$ cat config.mk
export PLATFORM = sky130hd
export DESIGN_NAME = feMaster
export DESIGN_NICKNAME = d
export VERILOG_FILES = /design/src/common/fePkg.sv /design/src/diagBusMaster.sv /design/src/masterReset/masterResetSeq.sv /design/src/cramLoader/asciiFieldDecoder.sv /design/src/cramLoader/cramWordWriter.sv /design/src/feMaster.sv
export SDC_FILE = /design/constraint.sdc
export NUM_CORES = 1
export LEC_CHECK = 0
export BUFFER_PORTS_ARGS = -buffer_cell sky130_fd_sc_hd__buf_4
export CORE_ASPECT_RATIO = 0.9
export CORE_UTILIZATION = 45
export CTS_CLUSTER_SIZE = 8
export DETAILED_ROUTE_END_ITERATION = 6
export PLACE_DENSITY_LB_ADDON = 0.1
export SYNTH_ARGS = -nofsm -noshare
export SYNTH_HDL_FRONTEND = slang
export SYNTH_SLANG_ARGS = --single-unit
$ cat constraint.sdc
create_clock -name clk -period 8.86 [get_ports clk]
set_clock_uncertainty 0.15 [all_clocks]
set_input_delay 0.443 -clock clk [delete_from_list [all_inputs] [get_ports clk]]
set_output_delay 0.443 -clock clk [all_outputs]
set_load 0.1 [all_outputs]
$ cat src/common/fePkg.sv
// Front-end console package: diagnostic function codes, widths, timing counts and FSM states
`default_nettype none

package fePkg;

  ////////////////////////////////////////////////////////////////////////////
  // Diagnostic function codes as decoded by the CLK and CRM boards
  typedef enum logic [6:0] {
    // Clock control
    stopClock            = 7'o000,
    startClock           = 7'o001,
    stepClock            = 7'o002,
    condStep             = 7'o004,
    setReset             = 7'o006,
    clrReset             = 7'o007,
    clrRun               = 7'o010,
    // Clock and burst loads
    burstCtrRh           = 7'o042,
    burstCtrLh           = 7'o043,
    clkSrcRate           = 7'o044,
    setEboxClkDisables   = 7'o045,
    resetParRegs         = 7'o046,
    mboxdisParchkErrstop = 7'o047,
    // Control-RAM writes
    cramWrite1           = 7'o051,
    cramWrite2           = 7'o052,
    cramWrite3           = 7'o053,
    cramWrite4           = 7'o054,
    cramWrite5           = 7'o057,
    // Machine enables
    enableKl             = 7'o067,
    initChannels         = 7'o070,
    writeMbox            = 7'o071,
    ebusLoad             = 7'o076
  } diagFunc;

  ////////////////////////////////////////////////////////////////////////////
  // Widths
  localparam int ebusWidth     = 36;
  localparam int cramWidth     = 86;
  localparam int fieldWidth    = 16;
  localparam int charWidth     = 7;
  localparam int charsPerField = 3;
  localparam int fieldsPerWord = 6;

  // Bus cycle timing in clocks
  localparam int strobeCycles = 9;
  localparam int gapCycles    = 4;

  // Master-reset timing
  localparam int crobarCycles       = 100;
  localparam int crobarSettleCycles = 10;
  localparam int syncWaitCycles     = 5;
  localparam int syncMaxSteps       = 5;

  // Data written with the final writeMbox
  localparam logic [ebusWidth-1:0] mboxInitData = 36'o120;

  // Counter widths derived from the counts above
  localparam int busCntWidth   = $clog2(strobeCycles);
  localparam int waitCntWidth  = $clog2(crobarCycles);
  localparam int stepCntWidth  = $clog2(syncMaxSteps + 1);
  localparam int seqIdxWidth   = 5;
  localparam int charCntWidth  = $clog2(charsPerField);
  localparam int fieldCntWidth = $clog2(fieldsPerWord);

  ////////////////////////////////////////////////////////////////////////////
  // FSM states
  typedef enum logic [2:0] {
    crobarHold,
    settle,
    phase1,
    syncWait,
    syncStep,
    phase2,
    done
  } seqState;

  typedef enum logic [1:0] {
    idle,
    strobe,
    gap
  } busState;

endpackage

`default_nettype wire

$ cat src/diagBusMaster.sv
// Diagnostic bus master: one strobe cycle at a time, sequencer has priority over the writer
`timescale 1ns/1ps
`default_nettype none

module diagBusMaster (
  input  wire logic                         clk,
  input  wire logic                         rstN,
  input  wire logic                         seqReq,
  input  wire logic                         seqWrite,
  input  wire fePkg::diagFunc               seqFunc,
  input  wire logic [fePkg::ebusWidth-1:0]  seqData,
  input  wire logic                         wrReq,
  input  wire logic                         wrWrite,
  input  wire fePkg::diagFunc               wrFunc,
  input  wire logic [fePkg::ebusWidth-1:0]  wrData,
  output logic                              seqDone,
  output logic                              wrDone,
  output logic                              diagStrobe,
  output logic                              ebusDriving,
  output fePkg::diagFunc                    ds,
  output logic [fePkg::ebusWidth-1:0]       ebusData
);
  import fePkg::*;

  busState                 state;
  logic [busCntWidth-1:0]  cnt;
  // Owner of the cycle in flight, steers Done
  logic                    servingWr;
  // Writer request seen but not yet served
  logic                    wrPend;
  logic                    wrWant;
  logic                    doneNow;
  diagFunc                 selFunc;
  logic                    selWrite;
  logic [ebusWidth-1:0]    selData;

  assign wrWant  = wrReq | wrPend;
  // Last gap cycle
  assign doneNow = (state == gap) && (cnt == busCntWidth'(gapCycles - 1));
  assign seqDone = doneNow & ~servingWr;
  assign wrDone  = doneNow & servingWr;

  // Fixed priority select
  always_comb begin
    selFunc  = seqReq ? seqFunc : wrFunc;
    selWrite = seqReq ? seqWrite : wrWrite;
    selData  = seqReq ? seqData : wrData;
  end

  always_ff @(posedge clk) begin
    if (!rstN) begin
      state       <= idle;
      cnt         <= '0;
      servingWr   <= 1'b0;
      wrPend      <= 1'b0;
      ds          <= stopClock;
      diagStrobe  <= 1'b0;
      ebusDriving <= 1'b0;
      ebusData    <= '0;
    end else begin
      // Keep an unserved writer request until it wins the bus
      if (state == idle && !seqReq && wrWant) begin
        wrPend <= 1'b0;
      end else if (wrReq) begin
        wrPend <= 1'b1;
      end

      unique case (state)
        idle: begin
          if (seqReq || wrWant) begin
            state       <= strobe;
            cnt         <= '0;
            servingWr   <= ~seqReq;
            ds          <= selFunc;
            diagStrobe  <= 1'b1;
            ebusDriving <= selWrite;
            ebusData    <= selWrite ? selData : '0;
          end
        end
        strobe: begin
          if (cnt == busCntWidth'(strobeCycles - 1)) begin
            state       <= gap;
            cnt         <= '0;
            diagStrobe  <= 1'b0;
            ebusDriving <= 1'b0;
            ebusData    <= '0;
          end else begin
            cnt <= cnt + 1'b1;
          end
        end
        gap: begin
          if (doneNow) begin
            state <= idle;
            cnt   <= '0;
          end else begin
            cnt <= cnt + 1'b1;
          end
        end
        default: state <= idle;
      endcase
    end
  end

endmodule

`default_nettype wire

$ cat src/masterReset/masterResetSeq.sv
// Master-reset sequencer: crobar timing, reset step table and MBOX sync loop
`timescale 1ns/1ps
`default_nettype none

module masterResetSeq (
  input  wire logic                         clk,
  input  wire logic                         rstN,
  input  wire logic                         aChangeComingN,
  input  wire logic                         busDone,
  output logic                              crobar,
  output logic                              busReq,
  output logic                              busWrite,
  output logic                              resetDone,
  output logic                              syncError,
  output fePkg::diagFunc                    busFunc,
  output logic [fePkg::ebusWidth-1:0]       busData
);
  import fePkg::*;

  seqState                  state;
  logic [waitCntWidth-1:0]  waitCnt;
  logic [stepCntWidth-1:0]  stepCnt;
  logic [seqIdxWidth-1:0]   stepIdx;
  // A bus cycle is outstanding
  logic                     busy;
  diagFunc                  stepFunc;
  logic                     stepWrite;
  logic [ebusWidth-1:0]     stepData;
  // Entry closes its phase
  logic                     stepLast;

  ////////////////////////////////////////////////////////////////////////////
  // Step table
  always_comb begin
    stepWrite = 1'b0;
    stepData  = '0;
    stepLast  = 1'b0;
    unique case (stepIdx)
      // Clear run, then phase 1
      5'd0:  stepFunc = clrRun;
      5'd1:  begin stepFunc = clkSrcRate;           stepWrite = 1'b1; end
      5'd2:  stepFunc = stopClock;
      5'd3:  stepFunc = setReset;
      5'd4:  begin stepFunc = resetParRegs;         stepWrite = 1'b1; end
      5'd5:  begin stepFunc = mboxdisParchkErrstop; stepWrite = 1'b1; end
      5'd6:  begin stepFunc = burstCtrRh;           stepWrite = 1'b1; end
      5'd7:  begin stepFunc = burstCtrLh;           stepWrite = 1'b1; end
      5'd8:  begin stepFunc = setEboxClkDisables;   stepWrite = 1'b1; end
      5'd9:  stepFunc = startClock;
      5'd10: begin stepFunc = initChannels;         stepWrite = 1'b1; end
      5'd11: begin stepFunc = burstCtrRh; stepWrite = 1'b1; stepLast = 1'b1; end
      // Phase 2
      5'd12: stepFunc = condStep;
      5'd13: stepFunc = clrReset;
      5'd14: begin stepFunc = enableKl;             stepWrite = 1'b1; end
      5'd15: begin stepFunc = ebusLoad;             stepWrite = 1'b1; end
      5'd16: begin
        stepFunc  = writeMbox;
        stepWrite = 1'b1;
        stepData  = mboxInitData;
      end
      // Sentinel clear run
      default: begin
        stepFunc = clrRun;
        stepLast = 1'b1;
      end
    endcase
  end

  // Sync loop issues single steps, otherwise the table drives the bus
  assign busFunc  = (state == syncStep) ? stepClock : stepFunc;
  assign busWrite = (state != syncStep) && stepWrite;
  assign busData  = busWrite ? stepData : '0;

  ////////////////////////////////////////////////////////////////////////////
  // Sequencer FSM
  always_ff @(posedge clk) begin
    if (!rstN) begin
      state     <= crobarHold;
      waitCnt   <= '0;
      stepCnt   <= '0;
      stepIdx   <= '0;
      busy      <= 1'b0;
      busReq    <= 1'b0;
      crobar    <= 1'b1;
      resetDone <= 1'b0;
      syncError <= 1'b0;
    end else begin
      busReq <= 1'b0;
      unique case (state)
        crobarHold: begin
          if (waitCnt == waitCntWidth'(crobarCycles - 1)) begin
            crobar  <= 1'b0;
            waitCnt <= '0;
            state   <= settle;
          end else begin
            waitCnt <= waitCnt + 1'b1;
          end
        end
        settle: begin
          // Clear run goes out directly at the end of the settle time
          if (waitCnt == waitCntWidth'(crobarSettleCycles - 1)) begin
            waitCnt <= '0;
            busReq  <= 1'b1;
            busy    <= 1'b1;
            state   <= phase1;
          end else begin
            waitCnt <= waitCnt + 1'b1;
          end
        end
        phase1, phase2: begin
          if (!busy) begin
            busReq <= 1'b1;
            busy   <= 1'b1;
          end else if (busDone) begin
            busy    <= 1'b0;
            stepIdx <= stepIdx + 1'b1;
            if (stepLast && state == phase1) begin
              state <= syncWait;
            end else if (stepLast) begin
              state     <= done;
              resetDone <= 1'b1;
            end
          end
        end
        syncWait: begin
          if (waitCnt == waitCntWidth'(syncWaitCycles - 1)) begin
            waitCnt <= '0;
            // A change coming already clear
            state   <= aChangeComingN ? phase2 : syncStep;
          end else begin
            waitCnt <= waitCnt + 1'b1;
          end
        end
        syncStep: begin
          if (busy) begin
            if (busDone) begin
              busy    <= 1'b0;
              stepCnt <= stepCnt + 1'b1;
              if (stepCnt == stepCntWidth'(syncMaxSteps - 1)) begin
                // Out of steps, MBOX still not in sync
                syncError <= ~aChangeComingN;
                state     <= phase2;
              end else begin
                state <= syncWait;
              end
            end
          end else if (waitCnt == waitCntWidth'(syncWaitCycles - 1)) begin
            waitCnt <= '0;
            busReq  <= 1'b1;
            busy    <= 1'b1;
          end else begin
            waitCnt <= waitCnt + 1'b1;
          end
        end
        done: resetDone <= 1'b1;
        default: state <= crobarHold;
      endcase
    end
  end

endmodule

`default_nettype wire

$ cat src/cramLoader/asciiFieldDecoder.sv
// ASCIIized character decoder: three characters make one 16-bit field
`timescale 1ns/1ps
`default_nettype none

module asciiFieldDecoder (
  input  wire logic                          clk,
  input  wire logic                          rstN,
  input  wire logic                          charValid,
  input  wire logic [fePkg::charWidth-1:0]   charIn,
  output logic                               fieldValid,
  output logic [fePkg::fieldWidth-1:0]       fieldOut
);
  import fePkg::*;

  logic [charCntWidth-1:0]  charCnt;
  // Six data bits per character
  logic [charWidth-2:0]     sixBits;
  // Low two characters of the field being built
  logic [11:0]              acc;

  // Added 100 only touches the top bit, low six bits are the data for every code
  assign sixBits = charIn[charWidth-2:0];

  // Character count and field strobe
  always_ff @(posedge clk) begin
    if (!rstN) begin
      charCnt    <= '0;
      fieldValid <= 1'b0;
    end else begin
      fieldValid <= 1'b0;
      if (charValid) begin
        if (charCnt == charCntWidth'(charsPerField - 1)) begin
          charCnt    <= '0;
          fieldValid <= 1'b1;
        end else begin
          charCnt <= charCnt + 1'b1;
        end
      end
    end
  end

  // First character lands lowest, each later one six bits up
  always_ff @(posedge clk) begin
    if (charValid) begin
      unique case (charCnt)
        2'd0: acc[5:0] <= sixBits;
        2'd1: acc[11:6] <= sixBits;
        // Third character is cut to the top four bits of the field
        default: fieldOut <= {sixBits[3:0], acc};
      endcase
    end
  end

endmodule

`default_nettype wire

$ cat src/cramLoader/cramWordWriter.sv
// Control-RAM word writer: builds an 86-bit word from six fields and writes it in five cycles
`timescale 1ns/1ps
`default_nettype none

module cramWordWriter (
  input  wire logic                          clk,
  input  wire logic                          rstN,
  input  wire logic                          resetDone,
  input  wire logic                          fieldValid,
  input  wire logic                          busDone,
  input  wire logic [fePkg::fieldWidth-1:0]  fieldIn,
  output logic                               cramReady,
  output logic                               busReq,
  output logic                               busWrite,
  output fePkg::diagFunc                     busFunc,
  output logic [fePkg::ebusWidth-1:0]        busData
);
  import fePkg::*;

  // Bit 0 is the most significant bit of the word
  logic [0:cramWidth-1]      word;
  logic [fieldCntWidth-1:0]  fieldCnt;
  // Write cycles in progress
  logic                      writing;
  logic                      busy;

  assign cramReady = resetDone && !writing;
  assign busWrite  = writing;

  ////////////////////////////////////////////////////////////////////////////
  // Bus placement, slice bit with the lowest number goes highest
  always_comb begin
    unique case (busFunc)
      cramWrite4: busData = {8'b0, word[60:79], 8'b0};
      cramWrite3: busData = {8'b0, word[40:59], 8'b0};
      cramWrite2: busData = {8'b0, word[20:39], 8'b0};
      cramWrite1: busData = {8'b0, word[0:19], 8'b0};
      // Special field on bus bits 35 down to 30
      cramWrite5: busData = {word[80:85], 30'b0};
      default:    busData = '0;
    endcase
  end

  // Load file field order
  always_ff @(posedge clk) begin
    if (cramReady && fieldValid) begin
      unique case (fieldCnt)
        3'd0: word[64:79] <= fieldIn;
        3'd1: word[48:63] <= fieldIn;
        3'd2: word[32:47] <= fieldIn;
        3'd3: word[16:31] <= fieldIn;
        3'd4: word[0:15] <= fieldIn;
        default: word[80:85] <= fieldIn[5:0];
      endcase
    end
  end

  // Collect fields, then walk write 4, 3, 2, 1, 5
  always_ff @(posedge clk) begin
    if (!rstN) begin
      fieldCnt <= '0;
      writing  <= 1'b0;
      busy     <= 1'b0;
      busReq   <= 1'b0;
      busFunc  <= cramWrite4;
    end else begin
      busReq <= 1'b0;
      if (!writing) begin
        if (cramReady && fieldValid) begin
          if (fieldCnt == fieldCntWidth'(fieldsPerWord - 1)) begin
            fieldCnt <= '0;
            writing  <= 1'b1;
          end else begin
            fieldCnt <= fieldCnt + 1'b1;
          end
        end
      end else if (!busy) begin
        busReq <= 1'b1;
        busy   <= 1'b1;
      end else if (busDone) begin
        busy <= 1'b0;
        unique case (busFunc)
          cramWrite4: busFunc <= cramWrite3;
          cramWrite3: busFunc <= cramWrite2;
          cramWrite2: busFunc <= cramWrite1;
          cramWrite1: busFunc <= cramWrite5;
          // Word complete
          default: begin
            busFunc <= cramWrite4;
            writing <= 1'b0;
          end
        endcase
      end
    end
  end

endmodule

`default_nettype wire

$ cat src/feMaster.sv
// Front-end console master top: reset sequencer, control-RAM loader and diagnostic bus master
`timescale 1ns/1ps
`default_nettype none

module feMaster (
  input  wire logic                          clk,
  input  wire logic                          rstN,
  input  wire logic                          aChangeComingN,
  input  wire logic                          charValid,
  input  wire logic [fePkg::charWidth-1:0]   charIn,
  output logic                               crobar,
  output logic                               diagStrobe,
  output logic                               ebusDriving,
  output logic                               resetDone,
  output logic                               syncError,
  output logic                               cramReady,
  output fePkg::diagFunc                     ds,
  output logic [fePkg::ebusWidth-1:0]        ebusData
);
  import fePkg::*;

  // Sequencer requester
  logic                   seqReq;
  logic                   seqWrite;
  logic                   seqDone;
  diagFunc                seqFunc;
  logic [ebusWidth-1:0]   seqData;

  // Writer requester
  logic                   wrReq;
  logic                   wrWrite;
  logic                   wrDone;
  diagFunc                wrFunc;
  logic [ebusWidth-1:0]   wrData;

  // Decoder to writer
  logic                   fieldValid;
  logic [fieldWidth-1:0]  fieldOut;
  // Characters count only while the loader is ready
  logic                   charTaken;

  assign charTaken = charValid & cramReady;

  masterResetSeq masterResetSeq_i (
    .clk            (clk),
    .rstN           (rstN),
    .aChangeComingN (aChangeComingN),
    .busDone        (seqDone),
    .crobar         (crobar),
    .busReq         (seqReq),
    .busWrite       (seqWrite),
    .resetDone      (resetDone),
    .syncError      (syncError),
    .busFunc        (seqFunc),
    .busData        (seqData)
  );

  asciiFieldDecoder asciiFieldDecoder_i (
    .clk        (clk),
    .rstN       (rstN),
    .charValid  (charTaken),
    .charIn     (charIn),
    .fieldValid (fieldValid),
    .fieldOut   (fieldOut)
  );

  cramWordWriter cramWordWriter_i (
    .clk        (clk),
    .rstN       (rstN),
    .resetDone  (resetDone),
    .fieldValid (fieldValid),
    .busDone    (wrDone),
    .fieldIn    (fieldOut),
    .cramReady  (cramReady),
    .busReq     (wrReq),
    .busWrite   (wrWrite),
    .busFunc    (wrFunc),
    .busData    (wrData)
  );

  diagBusMaster diagBusMaster_i (
    .clk         (clk),
    .rstN        (rstN),
    .seqReq      (seqReq),
    .seqWrite    (seqWrite),
    .seqFunc     (seqFunc),
    .seqData     (seqData),
    .wrReq       (wrReq),
    .wrWrite     (wrWrite),
    .wrFunc      (wrFunc),
    .wrData      (wrData),
    .seqDone     (seqDone),
    .wrDone      (wrDone),
    .diagStrobe  (diagStrobe),
    .ebusDriving (ebusDriving),
    .ds          (ds),
    .ebusData    (ebusData)
  );

endmodule

`default_nettype wire

After elaboration in Yosys (flattened, before gate mapping)
Cells that the tools add are included.
{ "word_totals": {"elab_cells": 233, "register_bits": 206} }
{ "op_classes": {"n_eq_ne": 57, "n_reduce_logical": 53, "mux": 72, "bitwise_logic": 12, "add_sub_neg": 6} }
{ "op_table": {"columns": ["cell", "n"], "rows": [
  ["36-bit one-hot mux with 5 select lines", 1],
  ["36-bit two-way mux", 4],
  ["6-bit one-hot mux with 15 select lines", 1],
  ["36-bit one-hot mux with 2 select lines", 1],
  ["7-bit two-way mux", 7],
  ["5-bit by 4-bit equality test with 1-bit output, second input constant", 8],
  ["7-bit by 6-bit equality test with 1-bit output, second input constant", 5],
  ["2-bit AND reduction", 17],
  ["3-bit two-way mux", 11],
  ["1-bit two-way mux", 29],
  ["7-bit one-hot mux with 4 select lines", 1],
  ["5-bit by 3-bit equality test with 1-bit output, second input constant", 4],
  ["3-bit equality test, second input constant", 6],
  ["2-bit by 1-bit inequality test with 1-bit output, second input constant", 9],
  ["3-bit one-hot mux with 6 select lines", 1],
  ["16-bit OR reduction", 1],
  ["3-bit AND reduction", 5],
  ["3-bit by 2-bit equality test with 1-bit output, second input constant", 4],
  ["4-bit two-way mux", 3],
  ["3-bit one-hot mux with 4 select lines", 1],
  ["4-bit one-hot mux with 3 select lines", 1],
  ["11-bit OR reduction", 1],
  ["5-bit by 2-bit equality test with 1-bit output, second input constant", 2],
  ["9-bit AND reduction", 1],
  ["40 further kinds", 76]
]} }

Longest topological paths before layout
Gate-level depths: netlist of the first run.
{ "depth": {"ltp_word": 9, "ltp_mapped": 10} }

Modules after synthesis
From an unflattened synthesis of the first run, not the netlist that was laid out.
{ "hier_totals": {"hier_cells": 788, "area_unflattened_um2": 9316.4} }
{ "by_module_without_submodules": {"columns": ["mod", "cells_each", "area_each_um2", "instances"], "rows": [
  ["cramWordWriter", 259, 3817.4, 1],
  ["diagBusMaster", 220, 2536.2, 1],
  ["masterResetSeq", 267, 1986.9, 1],
  ["asciiFieldDecoder", 41, 969.7, 1],
  ["feMaster", 1, 6.3, 1]
]} }

Worst setup path before layout of the first run
No wires, ideal clock.
{ "synth_path": {"kind": "register -> register", "startpoint": "reg masterResetSeq_i.resetDone", "endpoint": "reg cramWordWriter_i.word[0] (netlist bit), enable pin", "required_time_ns": 8.279, "synth_period_minus_slack_ns": 4.701, "stages_incl_launch_ff": 5, "setup_time_ns": 0.431, "slack_ns": 4.159, "n_path_buf": 1, "t_arrival_ns": 4.121, "path_cell_list": "dfxtp_1 -> nor2b_1 -> clkbuf_1 -> nand2_1 -> nor4_1"} }
{ "synth_between": {"elab_chain_len": 3} }
{ "synth_rtl": {"columns": ["item", "line", "text"], "rows": [
  ["start: declaration", "masterResetSeq.sv:13", "output logic resetDone,"],
  ["start signal: assignment", "masterResetSeq.sv:86", "resetDone <= 1'b0;"],
  ["start signal: assignment", "masterResetSeq.sv:122", "resetDone <= 1'b1;"],
  ["start signal: assignment", "masterResetSeq.sv:156", "done: resetDone <= 1'b1;"],
  ["1-bit logical AND", "cramWordWriter.sv:27", "assign cramReady = resetDone && !writing;"],
  ["named net cramReady", "feMaster.sv:16", "output logic cramReady,"],
  ["1-bit logical AND", "cramWordWriter.sv:46", "if (cramReady && fieldValid) begin"],
  ["2-bit AND reduction (no source line)", null, null],
  ["end: declaration", "cramWordWriter.sv:21", "logic [0:cramWidth-1] word;"]
]} }
The timed path passes the listed nets, and every way through them passes these cells.
A chain may end at the register's enable or synchronous reset.

Final worst setup path of the first run
{ "layout_path": {"startpoint": "reg diagBusMaster_i.state[0]", "endpoint": "reg diagBusMaster_i.ebusData[18] (netlist bit)"} }
{ "layout_between": {"elab_chain_len": 3, "word_cells_on_any_way": 7, "classes_between": "eq/ne: 3; mux: 1; reduce/logical: 3"} }
{ "layout_rtl": {"columns": ["item", "line", "text"], "rows": [
  ["start: declaration", "diagBusMaster.sv:25", "busState state;"],
  ["start signal: assignment", "diagBusMaster.sv:52", "state <= idle;"],
  ["start signal: assignment", "diagBusMaster.sv:71", "state <= strobe;"],
  ["start signal: assignment", "diagBusMaster.sv:82", "state <= gap;"],
  ["2-bit by 1-bit equality test with 1-bit output or 2-bit zero test (tied branches)", "diagBusMaster.sv:68", "unique case (state)"],
  ["2-bit by 1-bit inequality test with 1-bit output (no source line) (tied with other cells)", null, null],
  ["3-bit AND reduction (no source line)", null, null],
  ["end signal: assignment", "diagBusMaster.sv:77", "ebusData <= selWrite ? selData : '0;"],
  ["end: declaration", "diagBusMaster.sv:21", "output logic [fePkg::ebusWidth-1:0] ebusData"]
]} }
Several ways; a longest one is shown, not always the timed one.

==> results.yml, run 1 <==
placed_design:
  dp.cells: 872
  place_congestion: 0.802
  port_buffers: 49
  hpwl_um: 10600
cells_and_area:
  instances_no_fill: 904
  multi_input_area_um2: 2540
  layout-drive-gt1-share_pct: 14.9
  antennaDiodeCount: 0
  layout.nets: 708
  seqCellArea_um2: 4980
  area_delta_synth_final_pct: 14.0
  fillers: 1450
sta:
  period_minus_slack_ns: 2.95
  finalSetupViolations: 0
  slew_headroom_pct: 31.4
  worstMarginPinSlew_ns: 1.02
  final.period_utilization_pct: 33.2
  finalHoldViolCount: 0
  whs_ns: 0.0474
  fin_tns_setup_ns: 0
  slew_violations: 0
  rsz0062_at_grt: "false"
  fmax_mhz: 340
global_routing:
  antenna_found_initial: 0
  grt.overflow.total: 0
  grt_pass1_vias: 4747
  grt_max_degree: 27
  grt_pass1_wl_um: 26100
  track_usage_pct: 19.3
setup_path:
  cp_cell_sequence: "inv_1 > ha_1 > nor4b_1 > a21o_1 > and2_1 > nand2_1 > o21ai_0"
  rr_startpoint: "diagBusMaster_i.state[0]"
  endpoint_kind: "flip-flop"
  critPathKind: "flip-flop to flip-flop"
  cp_data_arrival_time_ns: 3.13
  rr_worst_depth: 7
  critPathBufInv: 1
  worstPathRequired_ns: 9.05
  r2r_end: "diagBusMaster_i.ebusData[18]"
  worstSetupStartpoint: "diagBusMaster_i.state[0]"
  path_max_fanout: 26
  worst_path_max_delay_cell: "and2_1"
  reg2reg_slack_ns: 5.91
  start_kind: "flip-flop"
  cp_top_family: "simple AND/OR/NAND/NOR gates"
  crit_path_max_incr_delay_ns: 0.76
floorplan:
  ios: 60
  dieArea_um2: 17800
  chipHeight_um: 127
  die_w_um: 140
  core_um2: 16900
  start_util_pct: 46.0
  rows: 45
synth:
  synthDistinctLibCells: 68
  yosysMostFrequentCell: "edfxtp_1"
  synth_warnings: 0
  yosysTopAreaCell: "edfxtp_1"
  synth_seq_area_share_pct: 64.2
  synth_flop_cell: "edfxtp_1"
  synthTopCellsByArea: "edfxtp_1 44%, dfxtp_1 20%, a22o_1 2.9%"
  netlist.area_leader.share_pct: 44.1
  ys_top_cells_by_count: "114 x edfxtp_1, 78 x dfxtp_1, 55 x nand2_1"
  syn-cell-area_um2: 7760
  avgSynthCellArea_um2: 12.1
  synth-seq-cells: 192
  async_reset_ff_share_pct: 0
  synth_cells: 644
  synth_edf_count: 114
min_path:
  hold_path_startpoint: "charIn[4]"
  holdPathStages: 1
  hp-class: "input port to flip-flop"
  whs_endpoint: "asciiFieldDecoder_i.acc[10]"
detailed_routing:
  initialDrtViolationCount: 408
  vias: 5074
  routed_wl_um: 16100
  detail-route-antenna-nets: 0
  wl_per_cell_um: 17.8
  vias_per_cell: 5.61
  dr.pass1.iters: 5
  drc: 0
cts:
  h-tree-depth: 4
  clk_pin_slew_ns: 0.07
  cts_buffers: 17
  cts_resized: 0
  clk_latency_ns: 0.43
  postCtsSetupBuffers: 0
  cts_root_buffer: "clkbuf_16"
  holdBufCountCts: 0
  clock_path_buffers: 2
  cts_tree: "yes"
  clock-sinks: 192
status:
  status: "completed"
power:
  ir_drop_uv: 148
  powerDensity_nw_per_um2: 199
  leakagePower_uw: 0.00314
flow_run:
  cap_violations: 0
==> registers in the layout, summed over array words and instances (netlist names), 4 cells and up <==
register	flops
cramWordWriter_i.word	86
asciiFieldDecoder_i.acc	12
diagBusMaster_i.ebusData	27
asciiFieldDecoder_i.fieldOut	16
diagBusMaster_i.ds	6
diagBusMaster_i.cnt	4
masterResetSeq_i.waitCnt	7
masterResetSeq_i.stepIdx	5
==> worst max-delay path by stage <==
stage                                   endpoint  depth (start not counted)
floorplan               cramWordWriter_i.word[0]                          4
global placement    diagBusMaster_i.ebusData[35]                          6
detailed placement  diagBusMaster_i.ebusData[13]                          7
CTS                 diagBusMaster_i.ebusData[13]                          7
global route         diagBusMaster_i.ebusData[8]                          7
finish              diagBusMaster_i.ebusData[18]                          7
==> through the flow <==
| stage | power [uW] | instance area [um^2] | utilization [%] | setup slack [ns] |
|---|---|---|---|---|
| 5_1_grt | 1830 | 8850 | 52.4 | 5.67 |
| 3_3_place_gp | 1040 | 8270 | 49.0 | 6.07 |
| 3_5_place_dp | 1040 | 8270 | 49.0 | 5.96 |
| 6_report | 1760 | 8850 | 52.4 | 5.91 |
| 4_1_cts | 1780 | 8850 | 52.4 | 5.94 |
| 2_1_floorplan | 1030 | 7790 | - | 4.16 |
==> layout by cell type (no fill, tap or decap), drive strengths merged, types with 3 or more instances in the layout <==
master  Yosys  routed
clkbuf     27      20
nor3        8       8
nand4b      4       4
nor2b       4       4
xnor2       8       8
conb        1       9
o21ai      41      41
inv        22      27
buf        17      53
o21a        5       5
nor2       51      51
ha         17      17
a221oi     22      22
o22ai       5       5
or2         3       3
clkinv      1       5
nor4        6       6
nor3b       4       4
o31ai       3       3
a21oi      31      31
nand4       7       7
mux2i       3       3
and3        4       4
nand2      55      55
dfxtp      78      78
nand3       7       7
xor2        9       9
a32oi       3       3
a22o       26      26
edfxtp    114     114
nand2b      6       6
and2        7       7
or3         4       4
==> where the power goes <==
part | switching (uW) | total, uW | internal [uW] | leakage [uW]
registers | 8.94 | 949 | 940 | 0.00165
logic | 47.3 | 67.9 | 20.6 | 0.00121
clock network | 343 | 746 | 404 | 0.000276
total | 399 | 1760 | 1360 | 0.00314
==> final cells by class <==
cell class                      instances  area share [%]
Tap cell                              211            2.98
Timing Repair Buffer                   53            4.50
Inverter                               23           0.976
Clock inverter                         12            1.46
Clock buffer                           20            5.05
Sequential cell                       192            56.3
Multi-Input combinational cell        393            28.7
==> worst reg2reg max path, delay by kind of cell (launching register included) <==
family | cells | cell delay, ns
buffers and inverters | 1 | 0.10
flip-flops | 1 | 0.35
adder cells (fa/ha/maj) | 1 | 0.35
AND/OR/NAND/NOR | 3 | 1.60
AO/OA/AOI/OAI | 2 | 0.32
==> cell families after synthesis <==
group	Yosys count	share of synthesized area (%)
multiplexers	3	0.387
AO/OA/AOI/OAI	164	14.8
flip-flops	192	64.2
adder cells (fa/ha/maj)	17	2.74
buffers and inverters	67	3.87
other	1	0.0483
XOR/XNOR	17	1.92
AND/OR/NAND/NOR	183	12.0
==> routing by layer <==
metal	track usage, %	vias to the layer above	share of wire (%)
li1	-	2455	-
met1	27.1	2482	50
met2	29.1	125	44
met3	6.34	12	5.3
met4	4.60	0	0.76
met5	0	-	0
No activity file was read; power rests on OpenSTA's default activity.
==> inputs of run 2 (changes only) <==
==> constraint.sdc (replaced) <==
create_clock -name clk -period 2.99 [get_ports clk]
set_clock_uncertainty 0.15 [all_clocks]
set_input_delay 0.1495 -clock clk [delete_from_list [all_inputs] [get_ports clk]]
set_output_delay 0.1495 -clock clk [all_outputs]
set_load 0.1 [all_outputs]
==> run 2 against run 1 <==
Net effect: wire length grew 2.4%; count of clock-buffer cells in the layout shrank 3; hold slack gained 0.22 ns; sequential share of layout area shrank 1.4 points; global-route usage grew 0.25 points; first-iteration DRC count shrank 7.1%; setup slack lost 5.5 ns; die area is the same; critical endpoint is now masterResetSeq_i.state[2]; largest cell class unchanged; largest power group unchanged; highest routed layer unchanged.
==> results.yml, run 2 (synthesis gave the netlist of run 1 again) <==
status:
  status: "completed"
cells_and_area:
  fillers: 1447
  reg_top3: "cramWordWriter_i.word: 86 flops, diagBusMaster_i.ebusData: 27 flops, asciiFieldDecoder_i.fieldOut: 16 flops"
  layout-drive-gt1-share_pct: 16.4
  layout.nets: 730
  area_delta_synth_final_pct: 17.0
  largest_register_ffs: 86
  finalInstanceArea_um2: 9080
  largest-register: "cramWordWriter_i.word"
  layout_common_cells: "114 x edfxtp_1, 77 x dfxtp_1, 66 x buf_4"
  antennaDiodeCount: 0
  layout_commonest_cell: "edfxtp_1"
  multi_input_area_um2: 2560
  seqCellArea_um2: 4990
setup_path:
  cp_top_family: "compound AO/OA/AOI/OAI gates"
  reg2reg_slack_ns: 0.45
  cp_cell_sequence: "ha_1 > and3_1 > ha_1 > o32ai_1 > o211ai_2 > a2111oi_2"
  rr_worst_depth: 6
  cp_common_cell: "ha_1"
  rr_startpoint: "masterResetSeq_i.stepIdx[0]"
  cp_data_arrival_time_ns: 2.72
  path_max_fanout: 8
  critPathKind: "flip-flop to flip-flop"
  start_kind: "flip-flop"
  endpoint_kind: "flip-flop"
  worst_path_max_delay_cell: "o32ai_1"
  crit_path_max_incr_delay_ns: 0.52
  critPathBufInv: 0
  r2r_end: "masterResetSeq_i.state[2]"
  worstPathRequired_ns: 3.17
floorplan:
  start_util_pct: 46.0
  dieArea_um2: 17800
  core_um2: 16900
  rows: 45
  chipHeight_um: 127
  ios: 60
  die_w_um: 140
placed_design:
  hpwl_um: 11000
  placed_area_um2: 8390
  port_buffers: 49
  place_congestion: 0.816
  place_ws_ns: 0.458
detailed_routing:
  drc: 0
  initialDrtViolationCount: 379
  vias: 5164
  wl_per_cell_um: 17.8
  dr.pass1.iters: 5
  detail-route-antenna-nets: 0
  vias_per_cell: 5.58
  routed_wl_um: 16500
cts:
  cts_resized: 0
  clk_latency_ns: 0.43
  clock_path_buffers: 2
  clock-sinks: 192
  cts_tree: "yes"
  cts_root_buffer: "clkbuf_16"
  h-tree-depth: 4
  holdBufCountCts: 9
  postCtsSetupBuffers: 0
  clk_pin_slew_ns: 0.07
  cts_buffers: 17
global_routing:
  grt_max_degree: 27
  antenna_found_initial: 0
  grt_pass1_wl_um: 26600
  track_usage_pct: 19.6
  grt.overflow.total: 0
  grt_pass1_vias: 4866
min_path:
  hp-class: "flip-flop to flip-flop"
  whs_endpoint: "asciiFieldDecoder_i.fieldOut[2]"
  holdPathStages: 0
  hold_path_startpoint: "asciiFieldDecoder_i.acc[2]"
flow_run:
  cap_violations: 0
power:
  fin_total_pwr_uw: 5330
  ir_drop_uv: 386
  powerDensity_nw_per_um2: 586
  leakagePower_uw: 0.00326
sta:
  postLayoutSetupSlackWorst_ns: 0.448
  finalHoldViolCount: 0
  fmax_mhz: 393
  slew_headroom_pct: 23.7
  final.period_utilization_pct: 85.0
  worstMarginPinSlew_ns: 1.14
  period_minus_slack_ns: 2.54
  finalSetupViolations: 0
  fin_tns_setup_ns: 0
  slew_violations: 0
  rsz0062_at_grt: "false"
[run 2: per-stage QoR]
step / std cells / hold WS (ns) / util [%]
3_5_place_dp: 885 / 0.188 / 49.7
6_report: 926 / 0.269 / 53.8
4_1_cts: 926 / 0.271 / 53.8
2_1_floorplan: 652 / 0.0951 / -
3_3_place_gp: 885 / 0.185 / 49.7
5_1_grt: 926 / 0.278 / 53.8
[run 2: layer usage]
metal	GRT usage [%]	vias up	share of wire (%)
met2	29.3	122	44
met1	28.8	2532	51
li1	-	2501	-
met4	5.50	0	0.72
met5	0	-	0
met3	4.08	9	3.9
[run 2: how the worst max path moves through the flow]
stage | cells after the start | slack (ns) | startpoint | endpoint
finish | 6 | 0.45 | masterResetSeq_i.stepIdx[0] | masterResetSeq_i.state[2]
global route | 6 | 0.29 | masterResetSeq_i.stepIdx[0] | masterResetSeq_i.state[2]
CTS | 6 | 0.45 | masterResetSeq_i.stepIdx[0] | masterResetSeq_i.state[2]
detailed placement | 6 | 0.46 | masterResetSeq_i.stepIdx[0] | masterResetSeq_i.state[2]
global placement | 6 | 0.56 | masterResetSeq_i.stepIdx[0] | masterResetSeq_i.state[2]
floorplan | 5 | 0.04 | masterResetSeq_i.resetDone | cramWordWriter_i.word[48]
[run 2: final cells by class]
| class | count | share of cell area, % |
|---|---|---|
| flip-flops and latches | 192 | 54.9 |
| multi-input cells | 393 | 28.2 |
| repair buffers | 75 | 6.45 |
| clock buffers | 17 | 4.68 |
| well taps | 211 | 2.91 |
| clock inverters | 15 | 1.96 |
| inverters | 23 | 0.950 |
[run 2: report_power, final]
group	internal (uW)	switching, uW	total (uW)
registers	2790	26.6	2810
clock network	1260	1040	2300
logic	71.6	141	212
total	4120	1210	5330
==> inputs of run 3 (changes only) <==
--- a/config.mk
+++ b/config.mk
@@ -10,7 +10,7 @@
 export CORE_UTILIZATION = 45
 export CTS_CLUSTER_SIZE = 8
 export DETAILED_ROUTE_END_ITERATION = 6
-export PLACE_DENSITY_LB_ADDON = 0.1
+export PLACE_DENSITY = 0.62
 export SYNTH_ARGS = -nofsm -noshare
 export SYNTH_HDL_FRONTEND = slang
 export SYNTH_SLANG_ARGS = --single-unit
==> run 3 against run 2 <==
Net effect: highest routed layer unchanged; first-iteration DRC count decreased by 12%; clock power decreased by 9.6%; fmax increased by 2.9%; critical path depth unchanged; combinational power about the same; setup slack improved by 0.072 ns; sequential power about the same; global-route usage decreased by 1.3 points; wire length decreased by 6.8%; largest power group unchanged; non-clock buffer count decreased by 3.
==> results.yml, run 3 (synthesis gave the netlist of run 1 again) <==
power:
  power_frac_seq_pct: 55.1
  fin_total_pwr_uw: 5100
  leakagePower_uw: 0.00322
  powerDensity_nw_per_um2: 567
  internal_power_uw: 4020
  switchingPower_uw: 1080
  ir_drop_uv: 394
  pwr-share-comb_pct: 4.2
  power_frac_clock_pct: 40.7
  swShare_pct: 21.2
cts:
  h-tree-depth: 4
  clock-sinks: 192
  clk_pin_slew_ns: 0.06
  clock_path_buffers: 2
  cts_tree: "yes"
  cts_resized: 0
  cts_buffers: 17
  holdBufCountCts: 9
  clk_latency_ns: 0.42
  cts_root_buffer: "clkbuf_16"
  postCtsSetupBuffers: 0
cells_and_area:
  largest_register_ffs: 86
  antennaDiodeCount: 0
  largest-register: "cramWordWriter_i.word"
  layout_commonest_cell: "edfxtp_1"
  finalInstanceArea_um2: 9000
  fillers: 1440
  reg_top3: "cramWordWriter_i.word: 86 flops, diagBusMaster_i.ebusData: 27 flops, asciiFieldDecoder_i.fieldOut: 16 flops"
  layout_common_cells: "114 x edfxtp_1, 77 x dfxtp_1, 63 x buf_4"
  layout-drive-gt1-share_pct: 15.4
  layout.nets: 727
  area_delta_synth_final_pct: 15.9
setup_path:
  critPathKind: "flip-flop to flip-flop"
  cp.depth: 6
  reg2reg_slack_ns: 0.52
  rr_startpoint: "masterResetSeq_i.stepIdx[0]"
  cp_common_cell: "ha_1"
  worst_path_max_delay_cell: "o32ai_1"
  rr_worst_depth: 6
  path_max_fanout: 8
  cp_cell_sequence: "ha_1 > and3_1 > ha_1 > o32ai_1 > o211ai_2 > a2111oi_2"
  worstPathRequired_ns: 3.15
  start_kind: "flip-flop"
  r2r_end: "masterResetSeq_i.state[2]"
  cp_top_family: "compound AO/OA/AOI/OAI gates"
  critPathBufInv: 0
  cp_data_arrival_time_ns: 2.63
  crit_path_max_incr_delay_ns: 0.48
  endpoint_kind: "flip-flop"
sta:
  slew_headroom_pct: 41.4
  fin_tns_setup_ns: 0
  slew_violations: 0
  worstMarginPinSlew_ns: 0.876
  rsz0062_at_grt: "false"
  finalSetupViolations: 0
  final.period_utilization_pct: 82.6
  finalHoldViolCount: 0
  period_minus_slack_ns: 2.47
  fmax_mhz: 405
min_path:
  hold_path_startpoint: "asciiFieldDecoder_i.acc[2]"
  holdPathStages: 0
  whs_endpoint: "asciiFieldDecoder_i.fieldOut[2]"
  hp-class: "flip-flop to flip-flop"
floorplan:
  dieArea_um2: 17800
  rows: 45
  start_util_pct: 46.0
  ios: 60
  die_w_um: 140
  core_um2: 16900
  chipHeight_um: 127
placed_design:
  port_buffers: 49
  placed_area_um2: 8370
  hpwl_um: 10300
  place_congestion: 0.818
global_routing:
  grt.overflow.total: 0
  grt_pass1_vias: 4736
  antenna_found_initial: 0
  grt_pass1_wl_um: 25000
  track_usage_pct: 18.3
  grt_max_degree: 27
detailed_routing:
  wl_per_cell_um: 16.7
  drc: 0
  vias_per_cell: 5.44
  detail-route-antenna-nets: 0
  vias: 5018
  dr.pass1.iters: 5
  initialDrtViolationCount: 335
  routed_wl_um: 15400
status:
  status: "completed"
flow_run:
  cap_violations: 0
## run 3: power groups by stage
stage | Clock, uW | Combinational [uW] | Sequential, uW
2_1_floorplan | 0 | 174 | 2870
3_3_place_gp | 0 | 200 | 2870
3_5_place_dp | 0 | 205 | 2870
4_1_cts | 2130 | 215 | 2810
5_1_grt | 2230 | 232 | 2820
6_report | 2080 | 214 | 2810
## run 3: area by class of cell
cell class / count / area [um^2] / area share [%]
flip-flops and latches: 192 / 4990 / 55.4
multi-input cells: 393 / 2560 / 28.4
clock inverters: 11 / 91.3 / 1.01
well taps: 211 / 264 / 2.93
repair buffers: 72 / 563 / 6.26
clock buffers: 21 / 450 / 5.00
inverters: 23 / 86.3 / 0.959
## run 3: worst max path at each step
stage / start / endpoint / slack (ns)
6_report: masterResetSeq_i.stepIdx[0] / masterResetSeq_i.state[2] / 0.52
5_1_grt: diagBusMaster_i.state[1] / diagBusMaster_i.ebusData[8] / 0.19
4_1_cts: diagBusMaster_i.state[1] / diagBusMaster_i.ebusData[15] / 0.51
3_5_place_dp: diagBusMaster_i.state[1] / diagBusMaster_i.ebusData[15] / 0.54
3_3_place_gp: masterResetSeq_i.stepIdx[0] / masterResetSeq_i.state[2] / 0.58
2_1_floorplan: masterResetSeq_i.resetDone / cramWordWriter_i.word[48] / 0.04
## run 3: layer usage
metal / vias to the layer above / GRT usage (%) / routed length [um]
li1: 2488 / - / -
met1: 2401 / 26.1 / 7720
met2: 122 / 28.1 / 6870
met3: 7 / 4.04 / 679
met4: 0 / 5.18 / 101
met5: - / 0 / 0
## run 3: stage by stage
step	util (%)	setup slack, ns	cells	hold slack, ns
after CTS	53.3	0.514	923	0.269
after global routing	53.3	0.186	923	0.272
final	53.3	0.520	923	0.268
after floorplan	-	0.0449	652	0.0951
after global placement	49.5	0.583	882	0.187
after detailed placement	49.5	0.537	882	0.190
